==> config.mk <==
export PLATFORM = sky130hd
export DESIGN_NAME = nes_bus_core
export DESIGN_NICKNAME = d
export VERILOG_FILES = /design/src/hw/nes_bus_pkg.sv /design/src/hw/clock_divider.sv /design/src/hw/data_bus_mux.sv /design/src/hw/dma_controller.sv /design/src/hw/joypad_port.sv /design/src/hw/nes_bus_core.sv
export SDC_FILE = /design/constraint.sdc
export NUM_CORES = 1
export LEC_CHECK = 0
export BUFFER_PORTS_ARGS = -buffer_cell sky130_fd_sc_hd__clkbuf_2
export CORE_UTILIZATION = 40
export CTS_CLUSTER_DIAMETER = 100
export DETAILED_ROUTE_END_ITERATION = 10
export GPL_TIMING_DRIVEN = 0
export HOLD_SLACK_MARGIN = 0.08
export PLACE_DENSITY = 0.69
export SLEW_MARGIN = 0
export SYNTH_ARGS = -nofsm -noshare
export SYNTH_HDL_FRONTEND = slang
export SYNTH_HIERARCHICAL = 1
export SYNTH_SLANG_ARGS = --single-unit
==> constraint.sdc <==
create_clock -name clk -period 5.6 [get_ports clk]
set_input_delay 1.12 -clock clk [delete_from_list [all_inputs] [get_ports clk]]
set_output_delay 1.12 -clock clk [all_outputs]
set_load 0.02 [all_outputs]
==> src/hw/nes_bus_pkg.sv <==
// Shared definitions for the console bus glue.
// Holds the bus widths, the register addresses inside the CPU map and
// the master clock divider ratios. Modules import it inside their body
// and use scoped names in their port lists.

`default_nettype none

package nes_bus_pkg;

	// Bus widths
	typedef logic [15:0] addr_t;     // CPU address bus
	typedef logic [7:0]  data_t;     // One bus byte
	typedef logic [4:0]  joy_data_t; // Joypad data lines D0..D4

	// Master clocks per enable strobe
	localparam int DIV_CPU_N = 12; // One CPU cycle
	localparam int DIV_PPU_N = 4;  // One picture-unit tick

	// Sprite DMA always writes to the object-attribute data port
	localparam addr_t OAM_DATA_ADDR = 16'h2004;

	// Register window 0x4000..0x401F, selected by the upper 11 address bits
	localparam logic [10:0] APU_PAGE = 11'b0100_0000_000;

	// Registers within the window, low 5 address bits
	localparam logic [4:0] REG_SPRITE_DMA = 5'h14; // Write starts sprite DMA
	localparam logic [4:0] REG_JOY1       = 5'h16; // Strobe write, port 1 read
	localparam logic [4:0] REG_JOY2       = 5'h17; // Port 2 read

	// Picture-unit registers, mirrored every 8 bytes
	localparam addr_t PPU_BASE = 16'h2000; // First address of the range
	localparam addr_t PPU_END  = 16'h4000; // First address past the range

endpackage

`default_nettype wire

==> src/hw/clock_divider.sv <==
// Master clock divider for the CPU package.
// Produces the CPU and picture-unit clock enables from the master clock
// and tracks the get/put parity of CPU cycles. In PAL mode every fifth
// CPU cycle is stretched by one picture-unit tick, so five CPU cycles
// span 16 picture-unit ticks. A change of pal realigns both counters.

`timescale 1ns/1ps
`default_nettype none

module clock_divider #(
	parameter int div_cpu_n = nes_bus_pkg::DIV_CPU_N, // Master clocks per CPU cycle
	parameter int div_ppu_n = nes_bus_pkg::DIV_PPU_N  // Master clocks per picture-unit tick
) (
	input  logic clk,
	input  logic reset,
	input  logic pal,       // 1 = PAL timing
	output logic cpu_ce,    // One clock per CPU cycle
	output logic ppu_ce,    // One clock per picture-unit tick
	output logic put_cycle  // 1 = put (odd), 0 = get (even)
);

	localparam int CPU_W  = $clog2(div_cpu_n + 1);
	localparam int PPU_W  = $clog2(div_ppu_n + 1);
	localparam int TICK_W = $clog2(div_cpu_n / div_ppu_n + 1); // Room for the stretched cycle

	logic [CPU_W-1:0]  div_cpu;   // Counts 1..div_cpu_n
	logic [PPU_W-1:0]  div_ppu;   // Counts 1..div_ppu_n
	logic [TICK_W-1:0] ppu_tick;  // Picture-unit tick within the CPU cycle
	logic [2:0]        pal_cycle; // PAL CPU cycle within a group of five
	logic              last_pal;
	logic              stretch;

	assign cpu_ce = (div_cpu == CPU_W'(div_cpu_n));
	assign ppu_ce = (div_ppu == PPU_W'(div_ppu_n));

	// Fifth PAL cycle holds the CPU counter through its first tick
	assign stretch = (pal_cycle == 3'd4) && (ppu_tick == '0);

	always_ff @(posedge clk) begin
		if (reset) begin
			div_cpu   <= CPU_W'(1);
			div_ppu   <= PPU_W'(1);
			ppu_tick  <= '0;
			pal_cycle <= '0;
			last_pal  <= pal;
			put_cycle <= 1'b1; // Starts odd
		end else begin
			last_pal <= pal;

			// Parity keeps running across a realign
			if (cpu_ce)
				put_cycle <= ~put_cycle;

			if (last_pal != pal) begin
				// Timing mode changed, restart both counters in step
				div_cpu   <= CPU_W'(1);
				div_ppu   <= PPU_W'(1);
				ppu_tick  <= '0;
				pal_cycle <= '0;
			end else begin
				if (!stretch)
					div_cpu <= cpu_ce ? CPU_W'(1) : div_cpu + CPU_W'(1);

				div_ppu <= ppu_ce ? PPU_W'(1) : div_ppu + PPU_W'(1);

				if (cpu_ce)
					ppu_tick <= '0;                   // First tick of the new CPU cycle
				else if (ppu_ce)
					ppu_tick <= ppu_tick + TICK_W'(1);

				// Group of five, only counted in PAL
				if (cpu_ce && pal)
					pal_cycle <= (pal_cycle == 3'd4) ? 3'd0 : pal_cycle + 3'd1;
			end
		end
	end

endmodule

`default_nettype wire

==> src/hw/data_bus_mux.sv <==
// Data bus selector with the open-bus latch.
// Chooses the byte returned to the CPU and to DMA reads from the joypads,
// the picture unit or memory. Addresses nobody drives return the last
// byte seen on the bus, which the latch keeps between strobes.

`timescale 1ns/1ps
`default_nettype none

module data_bus_mux (
	input  logic                   clk,
	input  logic                   reset,
	input  logic                   cpu_ce,
	input  nes_bus_pkg::addr_t     bus_addr,
	input  logic                   bus_write,
	input  nes_bus_pkg::data_t     bus_dout,     // Byte being written
	input  logic                   ppu_cs,
	input  logic                   dma_active,
	input  nes_bus_pkg::data_t     mem_din,
	input  nes_bus_pkg::data_t     ppu_din,
	input  nes_bus_pkg::joy_data_t joypad1_data,
	input  nes_bus_pkg::joy_data_t joypad2_data,
	output nes_bus_pkg::data_t     cpu_din
);

	import nes_bus_pkg::*;

	data_t open_bus;  // Last byte driven on the bus
	logic  joy1_cs;
	logic  joy2_cs;
	logic  mem_cs;

	assign joy1_cs = (bus_addr[15:5] == APU_PAGE) && (bus_addr[4:0] == REG_JOY1);
	assign joy2_cs = (bus_addr[15:5] == APU_PAGE) && (bus_addr[4:0] == REG_JOY2);

	// Below the picture unit, or anywhere above the register window
	assign mem_cs = (bus_addr < PPU_BASE) || ((bus_addr >= PPU_END) && (bus_addr[15:5] != APU_PAGE));

	// Hold through the strobe clock so the sampled value stays stable
	always_ff @(posedge clk) begin
		if (reset)
			open_bus <= '0;
		else if (!cpu_ce)
			open_bus <= bus_write ? bus_dout : cpu_din;
	end

	always_comb begin
		if (joy1_cs && !dma_active) begin
			cpu_din = {open_bus[7:5], joypad1_data}; // Upper bits float
		end else if (joy2_cs && !dma_active) begin
			cpu_din = {open_bus[7:5], joypad2_data};
		end else if (ppu_cs) begin
			cpu_din = ppu_din;
		end else if (mem_cs) begin
			cpu_din = mem_din;
		end else begin
			cpu_din = open_bus;                         // Nothing drives the bus
		end
	end

endmodule

`default_nettype wire

==> src/hw/dma_controller.sv <==
// Sprite and sample-channel DMA for the CPU package.
// A CPU write to 0x4014 latches a page and pauses the CPU. Once the CPU
// is reading, the transfer alternates a read of page:offset on a get
// cycle with a write of that byte to 0x2004 on the next put cycle.
// A DMC request steals one get cycle for a read of dmc_addr. A running
// sprite transfer falls back to waiting and repeats the lost read.

`timescale 1ns/1ps
`default_nettype none

module dma_controller (
	input  logic               clk,
	input  logic               reset,
	input  logic               cpu_ce,
	input  logic               put_cycle,
	input  nes_bus_pkg::addr_t cpu_addr,
	input  logic               cpu_rnw,
	input  nes_bus_pkg::data_t cpu_dout,
	input  logic               dmc_req,   // Held until dmc_ack
	input  nes_bus_pkg::addr_t dmc_addr,
	input  nes_bus_pkg::data_t bus_din,   // Byte on the data bus
	output nes_bus_pkg::addr_t dma_addr,
	output logic               dma_active, // DMA owns the bus this cycle
	output logic               dma_read,   // 1 = read, 0 = write
	output nes_bus_pkg::data_t dma_dout,
	output logic               dmc_ack,
	output logic               pause_cpu
);

	import nes_bus_pkg::*;

	typedef enum logic [1:0] {
		SPR_IDLE = 2'b00,
		SPR_WAIT = 2'b01, // Page latched, waiting for a CPU read
		SPR_RUN  = 2'b11  // Alternating read and write
	} spr_state_t;

	spr_state_t spr_state;
	logic       dmc_state;  // DMC read pending on the coming get cycle
	data_t      spr_page;
	logic [7:0] spr_offset;
	data_t      spr_byte;   // Byte between the read and the write
	logic       get_ce;
	logic       put_ce;
	logic       sprite_trigger;
	logic       dmc_bus;
	logic       spr_bus;

	assign get_ce = cpu_ce && !put_cycle;
	assign put_ce = cpu_ce && put_cycle;

	assign sprite_trigger = cpu_ce && !cpu_rnw &&
		(cpu_addr[15:5] == APU_PAGE) && (cpu_addr[4:0] == REG_SPRITE_DMA);

	assign dmc_bus = dmc_state && !put_cycle;              // DMC wins the get cycle
	assign spr_bus = (spr_state == SPR_RUN) && !dmc_bus;

	always_ff @(posedge clk) begin
		if (reset) begin
			spr_state <= SPR_IDLE;
			dmc_state <= 1'b0;
		end else begin
			if (get_ce)
				dmc_state <= 1'b0;                       // Read done at this strobe
			if (put_ce && dmc_req && cpu_rnw && !dmc_state)
				dmc_state <= 1'b1;                       // Next cycle is a get

			if (sprite_trigger) begin
				spr_state <= SPR_WAIT;
			end else begin
				case (spr_state)
					SPR_WAIT: if (put_ce && cpu_rnw) spr_state <= SPR_RUN;
					SPR_RUN: begin
						if (get_ce && dmc_state)
							spr_state <= SPR_WAIT;             // Read was stolen, redo it
						else if (put_ce && spr_offset == 8'hff)
							spr_state <= SPR_IDLE;             // 256th write done
					end
					default: spr_state <= SPR_IDLE;
				endcase
			end
		end
	end

	// Page, offset and byte latch
	always_ff @(posedge clk) begin
		if (sprite_trigger) begin
			spr_page   <= cpu_dout;
			spr_offset <= '0;
		end else if (spr_bus && put_ce) begin
			spr_offset <= spr_offset + 8'd1;             // Advance after each write
		end
		if (spr_bus && get_ce)
			spr_byte <= bus_din;
	end

	assign dma_active = dmc_bus || spr_bus;
	assign dma_read   = !put_cycle;                    // Reads on get, writes on put
	assign dma_addr   = dmc_bus ? dmc_addr : put_cycle ? OAM_DATA_ADDR : {spr_page, spr_offset};
	assign dma_dout   = spr_byte;
	assign dmc_ack    = dmc_state && get_ce;
	assign pause_cpu  = (spr_state != SPR_IDLE) || dmc_req || dmc_state;

endmodule

`default_nettype wire

==> src/hw/joypad_port.sv <==
// Joypad strobe and clock generation.
// A CPU write to 0x4016 latches the strobe bits, which reach joypad_out
// on the next put cycle. CPU reads of 0x4016 and 0x4017 pulse the clock
// line of port 1 or port 2 for the length of the read cycle.

`timescale 1ns/1ps
`default_nettype none

module joypad_port (
	input  logic               clk,
	input  logic               reset,
	input  logic               cpu_ce,
	input  logic               put_cycle,
	input  nes_bus_pkg::addr_t cpu_addr,
	input  logic               cpu_rnw,
	input  nes_bus_pkg::data_t cpu_dout,
	input  logic               dma_active,   // CPU is off the bus
	output logic [2:0]         joypad_out,   // Strobe lines OUT0..OUT2
	output logic [1:0]         joypad_clock  // Bit k clocks port k+1
);

	import nes_bus_pkg::*;

	logic       joy1_cs;
	logic       joy2_cs;
	logic       strobe_write;
	logic [2:0] strobe_latch; // Waits here for a put cycle

	assign joy1_cs = !dma_active && (cpu_addr[15:5] == APU_PAGE) && (cpu_addr[4:0] == REG_JOY1);
	assign joy2_cs = !dma_active && (cpu_addr[15:5] == APU_PAGE) && (cpu_addr[4:0] == REG_JOY2);

	assign strobe_write = cpu_ce && joy1_cs && !cpu_rnw;

	always_ff @(posedge clk) begin
		if (reset) begin
			strobe_latch <= '0;
			joypad_out   <= '0;
		end else begin
			if (strobe_write)
				strobe_latch <= cpu_dout[2:0];
			if (cpu_ce && put_cycle)
				joypad_out <= strobe_write ? cpu_dout[2:0] : strobe_latch; // Write on a put goes straight out
		end
	end

	assign joypad_clock = {joy2_cs && cpu_rnw, joy1_cs && cpu_rnw};

endmodule

`default_nettype wire

==> src/hw/nes_bus_core.sv <==
// Top level of the CPU package bus glue.
// Connects the clock divider, the DMA controller, the joypad port and the
// data bus selector. While DMA owns the bus its address, byte and
// direction go out; otherwise the CPU's do. The divider ratios are
// parameters so other master clock ratios can be tried.

`timescale 1ns/1ps
`default_nettype none

module nes_bus_core #(
	parameter int div_cpu_n = nes_bus_pkg::DIV_CPU_N,
	parameter int div_ppu_n = nes_bus_pkg::DIV_PPU_N
) (
	input  logic                   clk,
	input  logic                   reset,
	input  logic                   pal,
	input  nes_bus_pkg::addr_t     cpu_addr,
	input  logic                   cpu_rnw,
	input  nes_bus_pkg::data_t     cpu_dout,
	input  logic                   dmc_req,
	input  nes_bus_pkg::addr_t     dmc_addr,
	input  nes_bus_pkg::data_t     mem_din,
	input  nes_bus_pkg::data_t     ppu_din,
	input  nes_bus_pkg::joy_data_t joypad1_data,
	input  nes_bus_pkg::joy_data_t joypad2_data,
	output logic                   cpu_ce,
	output logic                   ppu_ce,
	output logic                   put_cycle,
	output nes_bus_pkg::addr_t     bus_addr,
	output logic                   bus_read,
	output logic                   bus_write,
	output nes_bus_pkg::data_t     bus_dout,
	output nes_bus_pkg::data_t     cpu_din,
	output logic                   pause_cpu,
	output logic                   dmc_ack,
	output logic [2:0]             joypad_out,
	output logic [1:0]             joypad_clock
);

	import nes_bus_pkg::*;

	addr_t dma_addr;
	data_t dma_dout;
	logic  dma_active;
	logic  dma_read;
	logic  ppu_cs;

	clock_divider #(
		.div_cpu_n (div_cpu_n),
		.div_ppu_n (div_ppu_n)
	) clock_divider_inst (
		.clk       (clk),
		.reset     (reset),
		.pal       (pal),
		.cpu_ce    (cpu_ce),
		.ppu_ce    (ppu_ce),
		.put_cycle (put_cycle)
	);

	dma_controller dma_controller_inst (
		.clk        (clk),
		.reset      (reset),
		.cpu_ce     (cpu_ce),
		.put_cycle  (put_cycle),
		.cpu_addr   (cpu_addr),
		.cpu_rnw    (cpu_rnw),
		.cpu_dout   (cpu_dout),
		.dmc_req    (dmc_req),
		.dmc_addr   (dmc_addr),
		.bus_din    (cpu_din),     // DMA reads see the same byte as the CPU
		.dma_addr   (dma_addr),
		.dma_active (dma_active),
		.dma_read   (dma_read),
		.dma_dout   (dma_dout),
		.dmc_ack    (dmc_ack),
		.pause_cpu  (pause_cpu)
	);

	joypad_port joypad_port_inst (
		.clk          (clk),
		.reset        (reset),
		.cpu_ce       (cpu_ce),
		.put_cycle    (put_cycle),
		.cpu_addr     (cpu_addr),
		.cpu_rnw      (cpu_rnw),
		.cpu_dout     (cpu_dout),
		.dma_active   (dma_active),
		.joypad_out   (joypad_out),
		.joypad_clock (joypad_clock)
	);

	// Outgoing bus, DMA takes priority over the CPU
	assign bus_addr  = dma_active ? dma_addr : cpu_addr;
	assign bus_dout  = dma_active ? dma_dout : cpu_dout;
	assign bus_read  = dma_active ? dma_read : cpu_rnw;
	assign bus_write = dma_active ? !dma_read : !cpu_rnw;

	assign ppu_cs = (bus_addr >= PPU_BASE) && (bus_addr < PPU_END); // 0x2000..0x3FFF

	data_bus_mux data_bus_mux_inst (
		.clk          (clk),
		.reset        (reset),
		.cpu_ce       (cpu_ce),
		.bus_addr     (bus_addr),
		.bus_write    (bus_write),
		.bus_dout     (bus_dout),
		.ppu_cs       (ppu_cs),
		.dma_active   (dma_active),
		.mem_din      (mem_din),
		.ppu_din      (ppu_din),
		.joypad1_data (joypad1_data),
		.joypad2_data (joypad2_data),
		.cpu_din      (cpu_din)
	);

endmodule

`default_nettype wire

==> results.json <==
{
  "status": "completed",
  "reg2reg_depth": 11,
  "clk_latency_ns": 0.31,
  "syn_inst": 363,
  "synth_area_sq_um": 3546,
  "pwr-share-comb_pct": 18.1,
  "finalNetCount": 564,
  "place.gp.congestion": 0.9128,
  "area_delta_synth_final_pct": 23.18,
  "powerDensity_nw_per_um2": 192.1,
  "p_sw_share_pct": 27.30,
  "overflow": 0,
  "yosys.area_share.simple_pct": 22.90,
  "ctsResizeCount": 0,
  "ys_seq_area_share_pct": 35.57,
  "cp-end-kind": "primary output",
  "diodes": 0,
  "finalWirelength_um": 10180,
  "layout_commonest_cell": "clkbuf_2",
  "startpoint_type": "flop",
  "syn_nets": 442,
  "synth_area_leaders": "dfxtp_1, edfxtp_1, mux2i_1",
  "leakage_nw": 1.781,
  "maxSlewHeadroom_pct": 50.91,
  "vias_per_cell": 5.614,
  "start_util_pct": 42.30,
  "crit_path_max_fanout": 10,
  "drtAntennaViolNets": 0,
  "htree_levels": 2,
  "first_pass_iters": 5,
  "grt_max_degree": 18,
  "synth_area_per_cell_sq_um": 9.768,
  "drc": 0,
  "hpwlAfterDp_um": 8106,
  "synth_top_family_by_area": "simple AND/OR/NAND/NOR gates",
  "drt_iter0_markers": 196,
  "port_buffers": 114,
  "path_common_cell": "nand3_1",
  "hold_viol": 0,
  "cts_root_buf": "clkbuf_8",
  "synth_cell_types": 61,
  "antenna_found_initial": 0,
  "max_freq_mhz": 193.1,
  "post_cts_buffers": 0,
  "grt_usage_pct": 22.73,
  "wire_per_inst_um": 17.22,
  "cp.buffers_inverters": 5,
  "tightestPinTransition_ns": 0.7348,
  "p_int_mw": 0.6101,
  "crit_family": "compound AO/OA/AOI/OAI gates",
  "synth_edf_count": 16,
  "hold_path_depth": 1,
  "via_count": 3318,
  "hold_class": "reg -> reg",
  "path_class": "reg -> out",
  "nFillCells": 808,
  "cp_data_required_time_ns": 4.48,
  "die_w_um": 96.15,
  "cts_tree": "done",
  "clockBufferDepth": 2,
  "clock-sinks": 55,
  "core_area_sq_um": 8382,
  "numCtsBuffers": 5,
  "slowest_stage": "o21ai_0",
  "die_height_um": 96.15,
  "setup_viol": 0,
  "drive_above_1_share_pct": 37.65,
  "synthMuxAreaShare_pct": 16.02,
  "rows": 33,
  "final_cell_mix": "clkbuf_2, nor2_1, dfxtp_1, mux2i_1",
  "finalCritPeriodShare_pct": 92.49,
  "synth_top_area_share_pct": 22.02,
  "ys_ff_latch": 55,
  "crit_cells": 12,
  "path_cells": "buf_2, inv_1, o21ai_0, buf_6, clkbuf_8, mux2_2, nor4_4, nand3_1, nand3_1, o221ai_1, a21oi_1, clkbuf_2",
  "seqPwrFrac_pct": 50.6,
  "synth-async-reset-ratio_pct": 0,
  "grt_pass1_vias": 3210,
  "ys.flop_type": "dfxtp_1",
  "design_power_total_mw": 0.8392,
  "slew_viol_final": 0,
  "worst_clock_skew_ns": 0.008481,
  "netSwitchingPower_mw": 0.2291,
  "drv_cap": 0,
  "tns_ns": 0,
  "worst_ep_arrival_time_ns": 4.06,
  "synth_fa_ha_area_share_pct": 2.823,
  "clk_pin_slew_ns": 0.10,
  "vdd_ir_drop_max_mv": 0.09979,
  "period_needed_ns": 5.179,
  "synth_xor_area_share_pct": 2.717,
  "grt_pass1_wl_um": 15950,
  "rsz0062_at_grt": "false",
  "cts_hold_buf": 0,
  "ioPinCount": 115,
  "power.share.clock_pct": 31.2,
  "synth_largest_area_cell": "dfxtp_1",
  "yosys_warnings": 6,
  "cpPeakStageDelay_ns": 0.58,
  "synth-compound-area-share_pct": 14.08,
  "die_area_sq_um": 9245
}
metal layers:
layer	up-vias	routed length, um	GRT usage [%]	part of all wire, %
met4	0	220	7.090	2.2
met1	1568	4319	28.59	42
met5	-	0	0	0
met3	19	815	4.976	8.0
li1	1598	-	-	-
met2	133	4821	38.53	47
cell usage after synthesis, drive strengths merged (2+ instances only):
cell type and number:
o221ai 5, inv 22, nor2 42, or4 2, a311oi 4, clkbuf 3
nor4 4, nand3 10, a41oi 2, ha 8, a21oi 11, nor2b 4
o22a 7, a31oi 2, nand4 8, nor3 10, o221a 4, and3 5
nand2 14, edfxtp 16, buf 13, nand2b 8, and2 2, and4 4
a21boi 4, xnor2 8, mux2 24, nor4b 6, a221oi 9, mux2i 29
nor3b 4, o22ai 4, o21ai 9, nand4b 3, xor2 3, dfxtp 39
layout make-up:
class	instances	area [sq um]	area share (%)
multi-input cells	270	2076	47.52
flip-flops and latches	55	1261	28.87
repair buffers	115	578.1	13.23
well taps	105	131.4	3.008
plain buffers	16	126.4	2.893
clock buffers	7	107.6	2.463
inverters	22	82.58	1.891
clock inverters	1	5.005	0.1146
power by group through the flow:
stage / Combinational [mW] / Sequential (mW) / Clock (mW)
after floorplan: 0.0872 / 0.432 / 0
after global placement: 0.149 / 0.433 / 0
after detailed placement: 0.152 / 0.434 / 0
after CTS: 0.152 / 0.425 / 0.269
after global routing: 0.166 / 0.426 / 0.282
final: 0.152 / 0.425 / 0.262
per-stage QoR:
stage	instances	setup WS [ns]	utilization [%]	area (sq um)	hold WS, ns
detailed placement	583	0.9011	50.77	4255	0.4049
CTS	591	0.5405	52.11	4368	0.4309
global placement	582	0.9649	50.68	4248	0.3968
global route	591	0.1065	52.11	4368	0.4518
floorplan	363	1.403	-	3546	0.3851
finish	591	0.4205	52.11	4368	0.4233
sequential cells by signal (all words and copies together) (netlist names), 2 cells and up:
name,count
clock_divider_inst/div_ppu,3
dma_controller_inst/spr_state,2
clock_divider_inst/ppu_tick,2
data_bus_mux_inst/open_bus,8
clock_divider_inst/div_cpu,4
dma_controller_inst/spr_page,8
dma_controller_inst/spr_offset,8
joypad_port_inst/joypad_out,3
dma_controller_inst/dma_dout,8
clock_divider_inst/pal_cycle,3
joypad_port_inst/strobe_latch,3
kinds of logic after synthesis:
logic type                 after synthesis
AOI/OAI and AO/OA                       65
xor gates and xnor gates                11
adders and majority gates                8
buffers and inverters                   38
DFF                                     55
muxes                                   53
and+or+nand+nor                        133
final timing paths:
check | end | start | slack [ns]
setup / recovery | cpu_din[2] | dma_controller_inst/dmc_state$_SDFFE_PP0P_ | 0.42
hold / removal | clock_divider_inst/div_ppu[0]$_SDFF_PP1_ | clock_divider_inst/div_ppu[0]$_SDFF_PP1_ | 0.42
hold reg to reg | clock_divider_inst/div_ppu[0]$_SDFF_PP1_ | clock_divider_inst/div_ppu[0]$_SDFF_PP1_ | 0.42
setup reg to reg | dma_controller_inst/dma_dout[2]$_DFFE_PP_ | dma_controller_inst/dmc_state$_SDFFE_PP0P_ | 1.89
No activity file was read; power rests on OpenSTA's default activity.
